**src/hw/cu_params.svh**
```systemverilog
`ifndef CU_PARAMS_SVH
`define CU_PARAMS_SVH

// Instruction byte fetched from the instruction ROM
`define CU_INS_W 8

// Register write enables, PC down to AC
`define CU_WEN_W 13

// Datapath bus source select
`define CU_BUS_W 4

// Increment strobes, only the PC bit is still driven
`define CU_INC_W 6

// Clear strobes for T, M2, K2, N2 and AC
`define CU_RST_W 5

// Comparator pair select, one-hot
`define CU_CMP_W 3

// ALU operation, one-hot
`define CU_ALU_W 3

`endif
```
**src/hw/ctrlPkg.sv**
```systemverilog
`include "cu_params.svh"

package ctrlPkg;

    // One state per clock; ADDRM2 is kept as the highest code
    typedef enum logic [5:0] {
        NOOP,
        FETCH1, FETCH2, FETCH3,
        JMPM1, JMPK1, JMPN1,
        JMP2, JMP3, JMP4,
        NJMP1,
        COPY1, COPY2, COPY3, COPY4,
        COPYM5, COPYK5, COPYN5,
        LOADC1, LOADC2, LOAD2, LOAD3,
        STORE1, STORE2, STORE3,
        ASSIGN1, ASSIGN2,
        ASSIGNC1, ASSIGNC2, ASSIGNC3,
        RESETALL, RESETN2, RESETK2,
        MOVEP, MOVET, MOVEC1,
        SETC1, SETDR,
        MUL1,
        ADDRT, ADDRM1, ADDRM2
    } cuStateT;

    typedef logic [`CU_WEN_W-1:0] wenMaskT;

    // Write-enable bit of each register
    localparam int WEN_PC = 12;
    localparam int WEN_IR = 11;
    localparam int WEN_AR = 10;
    localparam int WEN_DR = 9;
    localparam int WEN_P  = 8;
    localparam int WEN_T  = 7;
    localparam int WEN_M1 = 6;
    localparam int WEN_K1 = 5;
    localparam int WEN_N1 = 4;
    localparam int WEN_C1 = 3;
    localparam int WEN_C2 = 2;
    localparam int WEN_C3 = 1;
    localparam int WEN_AC = 0;

    localparam int INC_PC = 5; // Only increment still in use

    // Clear strobe bits
    localparam int RST_T  = 4;
    localparam int RST_M2 = 3;
    localparam int RST_K2 = 2;
    localparam int RST_N2 = 1;
    localparam int RST_AC = 0;

    // Comparator pairs
    localparam int CMP_M = 2;
    localparam int CMP_K = 1;
    localparam int CMP_N = 0;

    typedef enum logic [`CU_BUS_W-1:0] {
        BUS_NONE = 4'd0,
        BUS_AC   = 4'd1,
        BUS_C3   = 4'd2,
        BUS_C2   = 4'd3,
        BUS_C1   = 4'd4,
        BUS_M2   = 4'd7,
        BUS_N1   = 4'd8,
        BUS_K1   = 4'd9,
        BUS_M1   = 4'd10,
        BUS_T    = 4'd11,
        BUS_P    = 4'd12,
        BUS_DR   = 4'd13,
        BUS_AR   = 4'd14,
        BUS_MEM  = 4'd15  // Data memory or instruction ROM read data
    } busSelT;

    typedef enum logic [`CU_ALU_W-1:0] {
        ALU_NONE = 3'b000,
        ALU_SET  = 3'b001,
        ALU_MUL  = 3'b010,
        ALU_ADD  = 3'b100
    } aluOpT;

endpackage

```
**src/hw/isaPkg.sv**
```systemverilog
`include "cu_params.svh"

package isaPkg;

    // Instruction group in the upper nibble
    typedef enum logic [`CU_INS_W/2-1:0] {
        OP_NOOP   = 4'd0,
        OP_JMP    = 4'd1,
        OP_COPY   = 4'd2,
        OP_LOAD   = 4'd3,
        OP_STORE  = 4'd4,
        OP_ASSIGN = 4'd5,
        OP_RESET  = 4'd6,
        OP_MOVE   = 4'd7,
        OP_SET    = 4'd8,
        OP_MUL    = 4'd9,
        OP_ADD    = 4'd10
    } opcodeT;

    typedef logic [`CU_INS_W/2-1:0] subOpT;
    typedef logic [1:0] targetT;

    // Variant codes within each group
    localparam subOpT SUB_JMP_M    = 4'd0; // Compare M1 with M2
    localparam subOpT SUB_JMP_K    = 4'd1;
    localparam subOpT SUB_JMP_N    = 4'd2;
    localparam subOpT SUB_LOAD_C1  = 4'd0;
    localparam subOpT SUB_LOAD_C2  = 4'd1;
    localparam subOpT SUB_RST_ALL  = 4'd0;
    localparam subOpT SUB_RST_N2   = 4'd1;
    localparam subOpT SUB_RST_K2   = 4'd2;
    localparam subOpT SUB_MOVE_P   = 4'd0;
    localparam subOpT SUB_MOVE_T   = 4'd1;
    localparam subOpT SUB_MOVE_C1  = 4'd2;
    localparam subOpT SUB_SET_C1   = 4'd0;
    localparam subOpT SUB_SET_DR   = 4'd1;
    localparam subOpT SUB_ADD_T    = 4'd0;
    localparam subOpT SUB_ADD_M1   = 4'd1;
    localparam subOpT SUB_ADD_M2   = 4'd2;

    // COPY and ASSIGN read the low two bits as a register target
    typedef union packed {
        struct packed {
            opcodeT opcode;
            subOpT  subOp;
        } grp;
        struct packed {
            opcodeT     opcode;
            logic [1:0] unused;
            targetT     target; // COPY M1/K1/N1, ASSIGN C1/C2/C3
        } tgt;
    } insWordT;

endpackage

```
**src/hw/controlUnit.sv**
```systemverilog
`timescale 1ns/1ps
`include "cu_params.svh"

module controlUnit
    import isaPkg::*;
    import ctrlPkg::*;
(
    input  logic                 Clk,
    input  logic                 rst,
    input  insWordT              regIr,
    input  logic                 zero,
    output logic                 iRomRead,
    output logic                 memRead,
    output logic                 memWrite,
    output logic                 selAr,
    output wenMaskT              wEn,
    output busSelT               busSel,
    output logic [`CU_INC_W-1:0] incEn,
    output logic [`CU_RST_W-1:0] rstEn,
    output logic [`CU_CMP_W-1:0] compSel,
    output aluOpT                aluOp
);

    cuStateT entryState;
    cuStateT state;
    targetT  target;

    insDecoder u_decoder (
        .regIr      (regIr),
        .entryState (entryState),
        .target     (target)
    );

    cuSequencer u_sequencer (
        .Clk        (Clk),
        .rst        (rst),
        .entryState (entryState),
        .target     (target),
        .zero       (zero),
        .state      (state)
    );

    // Moore outputs, straight from the state register
    ctrlWordRom u_ctrlWord (
        .state    (state),
        .iRomRead (iRomRead),
        .memRead  (memRead),
        .memWrite (memWrite),
        .selAr    (selAr),
        .wEn      (wEn),
        .busSel   (busSel),
        .incEn    (incEn),
        .rstEn    (rstEn),
        .compSel  (compSel),
        .aluOp    (aluOp)
    );

endmodule

```
**src/hw/ctrlWordRom.sv**
```systemverilog
`timescale 1ns/1ps
`include "cu_params.svh"

module ctrlWordRom
    import ctrlPkg::*;
(
    input  cuStateT              state,
    output logic                 iRomRead,
    output logic                 memRead,
    output logic                 memWrite,
    output logic                 selAr,
    output wenMaskT              wEn,
    output busSelT               busSel,
    output logic [`CU_INC_W-1:0] incEn,
    output logic [`CU_RST_W-1:0] rstEn,
    output logic [`CU_CMP_W-1:0] compSel,
    output aluOpT                aluOp
);

    always_comb begin
        iRomRead = 1'b0;
        memRead  = 1'b0;
        memWrite = 1'b0;
        selAr    = 1'b0;
        wEn      = '0;
        busSel   = BUS_NONE;
        incEn    = '0;
        rstEn    = '0;
        compSel  = '0;
        aluOp    = ALU_NONE;

        case (state)
            // ROM read of the next byte at PC, data on the bus one state later
            FETCH1, JMP2, COPY1, ASSIGN1: iRomRead = 1'b1;
            FETCH2: begin
                wEn[WEN_IR]   = 1'b1;
                incEn[INC_PC] = 1'b1;
            end
            FETCH3, NJMP1: incEn[INC_PC] = 1'b1;

            JMPM1: compSel[CMP_M] = 1'b1;
            JMPK1: compSel[CMP_K] = 1'b1;
            JMPN1: compSel[CMP_N] = 1'b1;
            JMP3:  wEn[WEN_AR] = 1'b1; // Jump address from ROM
            JMP4: begin
                wEn[WEN_PC] = 1'b1;
                busSel      = BUS_AR;
            end

            // Operand address byte into AR, skip over it in the ROM
            COPY2, ASSIGN2: begin
                wEn[WEN_AR]   = 1'b1;
                selAr         = 1'b1;
                incEn[INC_PC] = 1'b1;
            end
            COPY3, LOAD2: memRead = 1'b1;
            COPY4, LOAD3: begin
                wEn[WEN_DR] = 1'b1;
                busSel      = BUS_MEM;
            end
            COPYM5: begin
                wEn[WEN_M1] = 1'b1;
                busSel      = BUS_DR;
            end
            COPYK5: begin
                wEn[WEN_K1] = 1'b1;
                busSel      = BUS_DR;
            end
            COPYN5: begin
                wEn[WEN_N1] = 1'b1;
                busSel      = BUS_DR;
            end

            LOADC1: begin
                wEn[WEN_AR] = 1'b1;
                busSel      = BUS_C1;
            end
            LOADC2: begin
                wEn[WEN_AR] = 1'b1;
                busSel      = BUS_C2;
            end

            STORE1: begin
                wEn[WEN_DR] = 1'b1; // Result tile value
                busSel      = BUS_T;
            end
            STORE2: begin
                wEn[WEN_AR] = 1'b1;
                busSel      = BUS_C3;
            end
            STORE3: begin
                memWrite = 1'b1;
                busSel   = BUS_DR;
            end

            ASSIGNC1: begin
                wEn[WEN_C1] = 1'b1;
                busSel      = BUS_AR;
            end
            ASSIGNC2: begin
                wEn[WEN_C2] = 1'b1;
                busSel      = BUS_AR;
            end
            ASSIGNC3: begin
                wEn[WEN_C3] = 1'b1;
                busSel      = BUS_AR;
            end

            RESETALL: begin
                rstEn[RST_T]  = 1'b1;
                rstEn[RST_M2] = 1'b1;
                rstEn[RST_K2] = 1'b1;
                rstEn[RST_N2] = 1'b1;
                rstEn[RST_AC] = 1'b1;
            end
            RESETN2: rstEn[RST_N2] = 1'b1;
            RESETK2: rstEn[RST_K2] = 1'b1;

            // AC copied out to P, T or C1
            MOVEP: begin
                wEn[WEN_P] = 1'b1;
                busSel     = BUS_AC;
            end
            MOVET: begin
                wEn[WEN_T] = 1'b1;
                busSel     = BUS_AC;
            end
            MOVEC1: begin
                wEn[WEN_C1] = 1'b1;
                busSel      = BUS_AC;
            end

            SETC1, SETDR: begin
                wEn[WEN_AC] = 1'b1;
                busSel      = (state == SETC1) ? BUS_C1 : BUS_DR;
                aluOp       = ALU_SET;
            end
            MUL1: begin
                wEn[WEN_AC] = 1'b1; // AC times P
                busSel      = BUS_P;
                aluOp       = ALU_MUL;
            end
            ADDRT, ADDRM1, ADDRM2: begin
                wEn[WEN_AC] = 1'b1;
                aluOp       = ALU_ADD;
                case (state)
                    ADDRT:   busSel = BUS_T;
                    ADDRM1:  busSel = BUS_M1;
                    default: busSel = BUS_M2;
                endcase
            end

            default: ; // NOOP keeps everything low
        endcase
    end

    // Checked on the word of each state as it is left
    assert property (@(state) !(memRead && memWrite))
    else
        $error("ctrlWordRom: memRead and memWrite together");

    assert property (@(state) !(iRomRead && memRead))
    else
        $error("ctrlWordRom: ROM read and memory read share the bus");

    assert property (@(state) $onehot0(compSel))
    else
        $error("ctrlWordRom: more than one comparator selected");

endmodule

```
**src/hw/cuSequencer.sv**
```systemverilog
`timescale 1ns/1ps

module cuSequencer
    import isaPkg::*;
    import ctrlPkg::*;
(
    input  logic    Clk,
    input  logic    rst,
    input  cuStateT entryState,
    input  targetT  target,
    input  logic    zero,
    output cuStateT state
);

    cuStateT nextState;

    always_ff @(posedge Clk) begin
        if (rst) begin
            state <= NOOP;
        end else begin
            state <= nextState;
        end
    end

    always_comb begin
        nextState = FETCH1; // Last state of every instruction
        case (state)
            NOOP:   nextState = FETCH1;
            FETCH1: nextState = FETCH2;
            FETCH2: nextState = FETCH3;
            FETCH3: nextState = entryState; // IR was written in FETCH2

            // Zero flag from the selected comparator
            JMPM1, JMPK1, JMPN1: begin
                if (zero) begin
                    nextState = NJMP1;
                end else begin
                    nextState = JMP2;
                end
            end
            JMP2: nextState = JMP3;
            JMP3: nextState = JMP4;

            COPY1: nextState = COPY2;
            COPY2: nextState = COPY3;
            COPY3: nextState = COPY4;
            COPY4: begin
                case (target)
                    2'd0:    nextState = COPYM5;
                    2'd1:    nextState = COPYK5;
                    2'd2:    nextState = COPYN5;
                    default: nextState = FETCH1; // No register behind code 3
                endcase
            end

            LOADC1, LOADC2: nextState = LOAD2;
            LOAD2:          nextState = LOAD3;

            STORE1: nextState = STORE2;
            STORE2: nextState = STORE3;

            ASSIGN1: nextState = ASSIGN2;
            ASSIGN2: begin
                case (target)
                    2'd0:    nextState = ASSIGNC1;
                    2'd1:    nextState = ASSIGNC2;
                    2'd2:    nextState = ASSIGNC3;
                    default: nextState = FETCH1;
                endcase
            end

            default: nextState = FETCH1;
        endcase
    end

    // State register never leaves the enumeration once out of reset
    assert property (@(posedge Clk) disable iff (rst)
        !$isunknown(state) && (state <= ADDRM2))
    else
        $error("cuSequencer: state %0d outside the enumeration", state);

    // Reset and illegal instructions both resume with a fetch
    assert property (@(posedge Clk) disable iff (rst)
        state == NOOP |=> state == FETCH1)
    else
        $error("cuSequencer: NOOP not followed by FETCH1");

endmodule

```
**src/hw/insDecoder.sv**
```systemverilog
`timescale 1ns/1ps

module insDecoder
    import isaPkg::*;
    import ctrlPkg::*;
(
    input  insWordT regIr,
    output cuStateT entryState,
    output targetT  target
);

    subOpT subOp;

    assign subOp  = regIr.grp.subOp;
    assign target = regIr.tgt.target; // Only looked at by COPY and ASSIGN

    always_comb begin
        entryState = NOOP; // Illegal groups and variants fall through to here
        case (regIr.grp.opcode)
            OP_JMP: begin
                case (subOp)
                    SUB_JMP_M: entryState = JMPM1;
                    SUB_JMP_K: entryState = JMPK1;
                    SUB_JMP_N: entryState = JMPN1;
                    default:   entryState = NOOP;
                endcase
            end
            OP_COPY:   entryState = COPY1;
            OP_LOAD: begin
                case (subOp)
                    SUB_LOAD_C1: entryState = LOADC1;
                    SUB_LOAD_C2: entryState = LOADC2;
                    default:     entryState = NOOP;
                endcase
            end
            OP_STORE:  entryState = STORE1;
            OP_ASSIGN: entryState = ASSIGN1;
            OP_RESET: begin
                case (subOp)
                    SUB_RST_ALL: entryState = RESETALL;
                    SUB_RST_N2:  entryState = RESETN2;
                    SUB_RST_K2:  entryState = RESETK2;
                    default:     entryState = NOOP;
                endcase
            end
            OP_MOVE: begin
                case (subOp)
                    SUB_MOVE_P:  entryState = MOVEP;
                    SUB_MOVE_T:  entryState = MOVET;
                    SUB_MOVE_C1: entryState = MOVEC1;
                    default:     entryState = NOOP;
                endcase
            end
            OP_SET: begin
                case (subOp)
                    SUB_SET_C1: entryState = SETC1;
                    SUB_SET_DR: entryState = SETDR;
                    default:    entryState = NOOP;
                endcase
            end
            OP_MUL:    entryState = MUL1;
            OP_ADD: begin
                case (subOp)
                    SUB_ADD_T:  entryState = ADDRT;
                    SUB_ADD_M1: entryState = ADDRM1;
                    SUB_ADD_M2: entryState = ADDRM2;
                    default:    entryState = NOOP;
                endcase
            end
            default:   entryState = NOOP;
        endcase
    end

endmodule

```
**config.mk**
```make
export PLATFORM = sky130hd
export DESIGN_NAME = controlUnit
export DESIGN_NICKNAME = d
export VERILOG_FILES = /design/src/hw/ctrlPkg.sv /design/src/hw/isaPkg.sv /design/src/hw/controlUnit.sv /design/src/hw/ctrlWordRom.sv /design/src/hw/cuSequencer.sv /design/src/hw/insDecoder.sv
export VERILOG_INCLUDE_DIRS = /design/src /design/src/hw
export SDC_FILE = /design/constraint.sdc
export NUM_CORES = 1
export LEC_CHECK = 0
export BUFFER_PORTS_ARGS = -buffer_cell sky130_fd_sc_hd__buf_2
export CORE_UTILIZATION = 24
export CTS_BUF_LIST = sky130_fd_sc_hd__clkbuf_4 sky130_fd_sc_hd__clkbuf_8
export DETAILED_ROUTE_END_ITERATION = 6
export PLACE_DENSITY = 0.47
export SLEW_MARGIN = 10
export SYNTH_ARGS = -nofsm -noshare
export SYNTH_HDL_FRONTEND = slang
export SYNTH_SLANG_ARGS = --single-unit
```
**constraint.sdc**
```tcl
create_clock -name Clk -period 3 [get_ports Clk]
set_input_delay 0 -clock Clk [delete_from_list [all_inputs] [get_ports Clk]]
set_output_delay 0 -clock Clk [all_outputs]
set_load 0.005 [all_outputs]
```
# After elaboration in Yosys (flattened, before gate mapping)
# Cells that the tools add are included.
[word_totals]
regBits = 6
latch_bits = 0
ramBits = 0
rom_bits = 0
inputBits = 11
output_inout_bits = 38
memories = 0
[classes]
addsub = 0
n_mul = 0
n_div = 0
n_lt_le_gt_ge = 0
eq_ne = 55
shift = 0
mux = 40
bitwise_logic = 0
n_reduce_logical = 20
[op_table]
columns = ["op", "count"]
rows = [
  ["6-bit by 5-bit equality test with 1-bit output (second input constant)", 16],
  ["6-bit case mux with 16 select lines", 1],
  ["6-bit equality test (second input constant)", 10],
  ["6-bit case mux with 10 select lines", 1],
  ["6-bit case mux with 3 select lines", 3],
  ["6-bit by 4-bit equality test with 1-bit output (second input constant)", 8],
  ["4-bit case mux with 11 select lines", 1],
  ["5-bit case mux with 3 select lines", 2],
  ["6-bit by 3-bit equality test with 1-bit output (second input constant)", 4],
  ["1-bit two-way mux", 24],
  ["3-bit case mux with 3 select lines", 2],
  ["4-bit by 3-bit equality test with 1-bit output (second input constant)", 4],
  ["2-bit OR reduction", 8],
  ["4-bit by 2-bit equality test with 1-bit output (second input constant)", 3],
  ["4-bit equality test (second input constant)", 3],
  ["6-bit by 2-bit equality test with 1-bit output (second input constant)", 2],
  ["6-bit case mux with 2 select lines", 1],
  ["3-bit OR reduction", 4],
  ["4-bit OR reduction", 3],
  ["6-bit OR reduction", 2],
  ["5-bit case mux with 2 select lines", 1],
  ["4-bit by 1-bit equality test with 1-bit output (second input constant)", 2],
  ["4-bit two-way mux", 2],
  ["4-bit case mux with 2 select lines", 1],
  ["other kinds (7)", 7],
]

# Logic depth before layout (Yosys ltp)
# Gate-level depths: netlist (run 1).
[logic_depth]
ltp_word = 4
mapped_depth = 8
mapped_depth_nobuf = 7

# Modules after synthesis
# From an unflattened synthesis (run 1), not the netlist that was laid out.
[unflattened]
cells_unflattened = 298
hier_area_um2 = 1868.0
[by_module_without_submodules]
columns = ["module", "instances", "cells_each", "area_each_um2", "seq_area_each_um2"]
rows = [
  ["ctrlWordRom", 1, 135, 815.8, 0.0],
  ["cuSequencer", 1, 99, 658.1, 120.1],
  ["insDecoder", 1, 64, 394.1, 0.0],
]

# Worst setup path after synthesis (run 1)
# Ideal clock, no wire load.
[synth_path]
kind = "reg-to-reg"
startpoint = "register u_sequencer.state[3]"
endpoint = "register u_sequencer.state[2]"
setup_ns = 0.077
arrival_time_ns = 1.473
setup_slack_ns = 1.450
stages_incl_launch_ff = 7
n_path_buf = 1
cell_sequence = "dfxtp_1 -> buf_2 -> mux2i_1 -> a21oi_1 -> o221a_2 -> or3_1 -> a41oi_2"
[synth_between]
elab_chain_len = 3
[synth_rtl]
columns = ["item", "line", "rtl"]
rows = [
  ["start: declaration", "cuSequencer.sv:12", "output cuStateT state"],
  ["start signal: assignment", "cuSequencer.sv:21", "state <= nextState;"],
  ["6-bit by 3-bit equality test with 1-bit output or 6-bit by 5-bit equality test with 1-bit output (tied branches)", "cuSequencer.sv:27", "case (state)"],
  ["3-bit OR reduction or 2-bit OR reduction (tied branches)", "cuSequencer.sv:27", ""],
  ["6-bit case mux with 16 select lines *", "cuSequencer.sv:27", ""],
]
# Mark *: on every way between the ends. The rest lies on a longest branch, timed or not.
# A chain may end at the register's enable or synchronous reset.

# Worst setup path after layout (run 1)
[layout_path]
startpoint = "register u_sequencer.state[3]"
endpoint = "output busSel[2]"
[layout_between]
elab_chain_len = 3
[layout_rtl]
columns = ["item", "line", "rtl"]
rows = [
  ["6-bit equality test (tied with other cells)", "ctrlWordRom.sv:32, ctrlWordRom.sv:146", ""],
  ["4-bit case mux with 2 select lines (tied with other cells)", "ctrlWordRom.sv:146", "case (state)"],
  ["4-bit case mux with 11 select lines *", "ctrlWordRom.sv:32", "case (state)"],
  ["end: declaration", "controlUnit.sv:17", "output busSelT busSel,"],
]
# Marks and branches as above.

==> impl_metrics.env, run 1 <==
export IMPL_yosysSeqAreaShare=0.0651
export IMPL_ctsResizeCount=0
export IMPL_status="completed"
export IMPL_maxSlewHeadroom=0.284
export IMPL_num_vias=2213
export IMPL_ys_ff_latch=6
export IMPL_place_hpwl_um=4540
export IMPL_clk_pin_slew_ns=0.03
export IMPL_drc=0
export IMPL_reg_top3="u_sequencer.state (6)"
export IMPL_finalCritPeriodShare=0.788
export IMPL_dieHeight_um=89.7
export IMPL_largest_register="u_sequencer.state"
export IMPL_critPathRequiredTime_ns=3.00
export IMPL_crit_type="reg -> out"
export IMPL_synth_area_um2=1840
export IMPL_drive_gt1_frac=0.224
export IMPL_cts_made_buffers=3
export IMPL_clock_latency_ns=0.22
export IMPL_port_buffer_count=43
export IMPL_fin_cells=398
export IMPL_drtIter0Drc=170
export IMPL_holdCritPathClass="in -> reg"
export IMPL_hold_viol_final=0
export IMPL_largest_reg_flops=6
export IMPL_syn_to_final_growth_pct=9.50
export IMPL_diodes=0
export IMPL_fin_util=0.275
export IMPL_p_per_area_nw_per_um2=168
export IMPL_core_area_um2=7330
export IMPL_antenna_found_initial=0
export IMPL_holdCritStartpoint="regIr[7]"
export IMPL_fin_skew_ns=0.000194
export IMPL_cts_sinks=6
export IMPL_synth_edf_count=0
export IMPL_drtAntennaViolNets=0
export IMPL_leakagePower_nw=0.774
export IMPL_layout_nets=317
export IMPL_die_x_um=89.7
export IMPL_io_pins=49
export IMPL_synthDistinctLibCells=63
export IMPL_synth_ff_type="dfxtp_1"
export IMPL_routed_via_density=5.56
export IMPL_overflow=0
export IMPL_max_freq_mhz=423
export IMPL_grt_pass1_vias=1986
export IMPL_finalSetupViolCount=0
export IMPL_fin_crit_ns=2.36
export IMPL_std_cell_rows=31
export IMPL_peakVddDrop_mv=0.0846
export IMPL_cp_arrival_ns=2.36
export IMPL_end_kind="output pin"
export IMPL_worst_slew_pin_slew_ns=1.07
export IMPL_initial_core_util=0.252
export IMPL_cts_root_buf="clkbuf_8"
export IMPL_die_area_um2=8040
export IMPL_finalSetupTns_ns=0
export IMPL_tritoncts="built"
export IMPL_place_inst=394
export IMPL_r2r_start="u_sequencer.state[3]$_SDFF_PP0_"
export IMPL_drtPass1Iterations=5
export IMPL_grt_use_total=0.157
export IMPL_final_common_cell="buf_2"
export IMPL_final_cell_mix="buf_2, nor2_1, a21oi_1"
export IMPL_syn_avg_cell_area_um2=6.59
export IMPL_critPathLaunch="u_sequencer.state[3]$_SDFF_PP0_"
export IMPL_gp_congestion=0.873
export IMPL_finalMaxSlewViolations=0
export IMPL_clk_path_buf_depth=2
export IMPL_htree_levels=1
export IMPL_cp_start_kind="flop"
export IMPL_rsz0062_at_grt="no"
export IMPL_grt_pass1_wl_um=9890
export IMPL_max_cap_violations=0
export IMPL_cp_max_fo=27
export IMPL_wl_per_cell_um=15.4
export IMPL_async_reset_ff_frac=0
export IMPL_syn_inst=280
export IMPL_yosys_warnings=0
export IMPL_grt_max_degree=28
export IMPL_drt_total_wl_um=6140
-- worst max-delay path, cell delays in order (launching register included) --
cell	delay [ns]
dfxtp_1	1.02
nor2b_1	0.46
a22oi_1	0.16
o32ai_1	0.32
buf_2	0.19
-- final cells by class --
type | instances | area, um^2
Tap cell | 99 | 124
Clock buffer | 3 | 41.3
Timing Repair Buffer | 48 | 255
Inverter | 12 | 45.0
Sequential cell | 6 | 120
Multi-Input combinational cell | 230 | 1430
Fill cell | 837 | 5310
-- stage by stage --
step	total power, W	setup slack [ns]	hold slack, ns	area, um^2
floorplan	0.000200	1.45	0.0694	1860
global placement	0.000222	0.761	0.187	1970
detailed placement	0.000221	0.764	0.184	1970
CTS	0.000343	0.706	0.227	2020
global route	0.000364	0.441	0.266	2020
finish	0.000340	0.636	0.233	2020
-- timing repair --
action	CTS	global route
buffers inserted	0	0
hold buffers	1	0
hold endpoints to repair	1	0
-- cell usage after synthesis, types with 9 or more instances --
cell type	number	area (um^2)
nor2b_1	9	56.3
nand2_1	20	75.1
nor2_1	25	93.8
a21oi_1	22	110
nand2b_1	10	62.6
nor3_1	20	100
o21ai_0	11	55.1
clkbuf_1	9	33.8
o22ai_1	9	56.3
buf_6	11	124
buf_4	9	67.6
-- kinds of logic after synthesis --
family	after synthesis	share of synthesized area
compound gates	98	0.369
other cells	1	0.00203
buf+inv	48	0.166
xor+xnor	3	0.0142
fa+ha+maj	5	0.0339
flops	6	0.0651
simple gates	117	0.339
mux	2	0.0109
-- per-layer routing --
metal,global-route usage,wire length [um],vias to the layer above
li1,-,-,1073
met5,0,0,-
met4,0.0491,93,0
met3,0.00823,582,9
met2,0.258,2650,136
met1,0.220,2810,995
-- final timing paths --
check	end	slack, ns	depth (start not counted)
max	busSel[2]	0.64	4
min	u_sequencer.state[4]$_SDFF_PP0_	0.23	3
max reg2reg	u_sequencer.state[1]$_SDFF_PP0_	0.72	5
min reg2reg	u_sequencer.state[4]$_SDFF_PP0_	0.97	4
-- power by group --
part           switching (W)  internal, W   total, W
combinational      0.0000856    0.0000476   0.000133
sequential        0.00000683    0.0000821  0.0000890
clock              0.0000318    0.0000859   0.000118
total               0.000124     0.000216   0.000340
No activity file was read; power rests on OpenSTA's default activity.
==> run 2, diff against run 1 <==
Settings changed: ABC_AREA set to 1, PLACE_DENSITY 0.47 to 0.5.
Clock period 3 ns to 2 ns, I/O delays scaled along.
==> impl_metrics.env, run 2 <==
export IMPL_whs_path_depth=2
export IMPL_final_common_cell="nand2_1"
export IMPL_ctsResizeCount=0
export IMPL_critPathLaunch="u_sequencer.state[5]$_SDFF_PP0_"
export IMPL_overflow=0
export IMPL_clk_path_buf_depth=2
export IMPL_yosys_area_top_type="nand2_1"
export IMPL_end_kind="output pin"
export IMPL_drc=0
export IMPL_clk_pin_slew_ns=0.04
export IMPL_drtAntennaViolNets=0
export IMPL_syn_avg_cell_area_um2=5.11
export IMPL_holdCritPathClass="in -> reg"
export IMPL_peakVddDrop_mv=0.187
export IMPL_synth_ff_type="dfxtp_1"
export IMPL_ys_top_cells_by_count="nand2_1, nor2_1, inv_1, nand3_1, a21oi_1"
export IMPL_finalCritPeriodShare=0.909
export IMPL_cp_max_fo=9
export IMPL_max_cap_violations=0
export IMPL_fin_skew_ns=0.00550
export IMPL_combinationalPowerShare=0.581
export IMPL_grt_pass1_wl_um=7100
export IMPL_drtPass1Iterations=4
export IMPL_diodes=0
export IMPL_cp_start_kind="flop"
export IMPL_cts_root_buf="clkbuf_8"
export IMPL_place_hpwl_um=3790
export IMPL_synthDistinctLibCells=28
export IMPL_layout_nets=333
export IMPL_cp_arrival_ns=1.82
export IMPL_yosys_warnings=0
export IMPL_finalSetupTns_ns=0
export IMPL_crit_type="reg -> out"
export IMPL_yosysSeqAreaShare=0.0868
export IMPL_worst_slew_pin_slew_ns=0.489
export IMPL_largest_reg_flops=6
export IMPL_synth_area_um2=1380
export IMPL_drtIter0Drc=140
export IMPL_r2r_start="u_sequencer.state[4]$_SDFF_PP0_"
export IMPL_core_area_um2=5540
export IMPL_seqPwrFrac=0.204
export IMPL_die_area_um2=6070
export IMPL_tritoncts="built"
export IMPL_io_pins=49
export IMPL_syn_to_final_growth_pct=22.8
export IMPL_swShare=0.491
export IMPL_num_vias=1755
export IMPL_fin_crit_ns=1.82
export IMPL_cts_made_buffers=3
export IMPL_critPathRequiredTime_ns=2.00
export IMPL_grt_pass1_vias=1587
export IMPL_wl_per_cell_um=11.4
export IMPL_rsz0062_at_grt="no"
export IMPL_holdBufCountCts=0
export IMPL_largest_register="u_sequencer.state"
export IMPL_maxSlewHeadroom=0.671
export IMPL_initial_core_util=0.250
export IMPL_post_cts_buffers=0
export IMPL_routed_via_density=4.53
export IMPL_finalSetupViolCount=0
export IMPL_hold_viol_final=0
export IMPL_dieHeight_um=77.9
export IMPL_place_area_um2=1660
export IMPL_htree_levels=1
export IMPL_synth_edf_count=0
export IMPL_rr_worst_depth=8
export IMPL_grt_max_degree=14
export IMPL_final_cell_mix="nand2_1, nor2_1, buf_2"
export IMPL_status="completed"
export IMPL_design_area_um2=1700
export IMPL_p_int_w=0.000431
export IMPL_async_reset_ff_frac=0
export IMPL_cts_sinks=6
export IMPL_reg_top3="u_sequencer.state (6)"
export IMPL_antenna_found_initial=0
export IMPL_port_buffer_count=43
export IMPL_clock_latency_ns=0.22
export IMPL_drive_gt1_frac=0.225
export IMPL_p_switching_w=0.000415
export IMPL_die_x_um=77.9
export IMPL_gp_congestion=0.914
export IMPL_p_per_area_nw_per_um2=498
export IMPL_post_synth_top_count_cell="nand2_1"
export IMPL_drt_total_wl_um=4420
export IMPL_max_freq_mhz=550
export IMPL_std_cell_rows=27
export IMPL_netlist_area_leader_share=0.190
export IMPL_p_clk_frac=0.215
export IMPL_synthTopCellsByArea="nand2_1, nor2_1, inv_1"
export IMPL_leakagePower_nw=1.07
export IMPL_grt_use_total=0.144
export IMPL_syn_inst=271
export IMPL_ys_ff_latch=6
export IMPL_finalMaxSlewViolations=0
export IMPL_holdCritStartpoint="rst"
-- run 2: cell types whose count changed in the layout (fill, tap and decap cells not counted), sizes merged, moves of 10 or more --
| cell | delta |
|---|---|
| a21oi | -10 |
| nand2 | +51 |
| nor2 | +39 |
| nand2b | -12 |
| nand3 | +22 |
| inv | +28 |
-- run 2: power groups by stage --
stage          combinational, W  clock [W]  sequential, W
6_report               0.000492   0.000182       0.000173
5_1_grt                0.000540   0.000195       0.000174
4_1_cts                0.000489   0.000182       0.000171
3_5_place_dp           0.000488          0       0.000173
3_3_place_gp           0.000489          0       0.000173
2_1_floorplan          0.000341          0       0.000168
-- run 2: path summary, 6_finish.rpt --
kind | endpoint | slack (ns)
max | busSel[3] | 0.18
min | u_sequencer.state[4]$_SDFF_PP0_ | 0.003
max reg2reg | u_sequencer.state[1]$_SDFF_PP0_ | 0.43
min reg2reg | u_sequencer.state[5]$_SDFF_PP0_ | 0.89
-- run 2: worst max-delay path, stage by stage (launching register included) --
cell	delay, ns
dfxtp_1	0.38
inv_1	0.06
nor2_1	0.34
clkinv_1	0.34
o21ai_0	0.24
nor3_1	0.08
nand2_1	0.06
buf_2	0.10
-- run 2: cell families after synthesis --
kind of cell,count (synthesis),synth area share
AO/OA/AOI/OAI,28,0.114
adder cells (fa/ha/maj),5,0.0452
buffers and inverters,50,0.161
flip-flops,6,0.0868
other,1,0.00271
AND/OR/NAND/NOR,181,0.590
-- run 2: area by class of cell --
class,count,area (um^2)
Clock buffer,3,41.3
Timing Repair Buffer,46,238
Inverter,41,154
Fill cell,700,3840
Sequential cell,6,120
Tap cell,72,90.1
Multi-Input combinational cell,219,1060
-- run 2: per-stage QoR --
step | total power, W | hold WS (ns) | util | worst slack (ns) | cells
final | 0.000847 | 0.00345 | 0.307 | 0.181 | 387
after global placement | 0.000662 | 0.244 | 0.299 | 0.283 | 384
after CTS | 0.000842 | 0.0132 | 0.307 | 0.163 | 387
after global routing | 0.000908 | 0.0234 | 0.307 | 0.00502 | 387
after detailed placement | 0.000661 | 0.246 | 0.299 | 0.401 | 384
after floorplan | 0.000508 | 0.0691 | - | 0.666 | 275
-- run 2: routing by layer --
layer	global-route usage	vias up	wire (um)
met2	0.266	63	2110
met5	0	-	0
met3	0.0118	5	233
met4	0.0444	0	54
met1	0.176	753	2020
li1	-	934	-
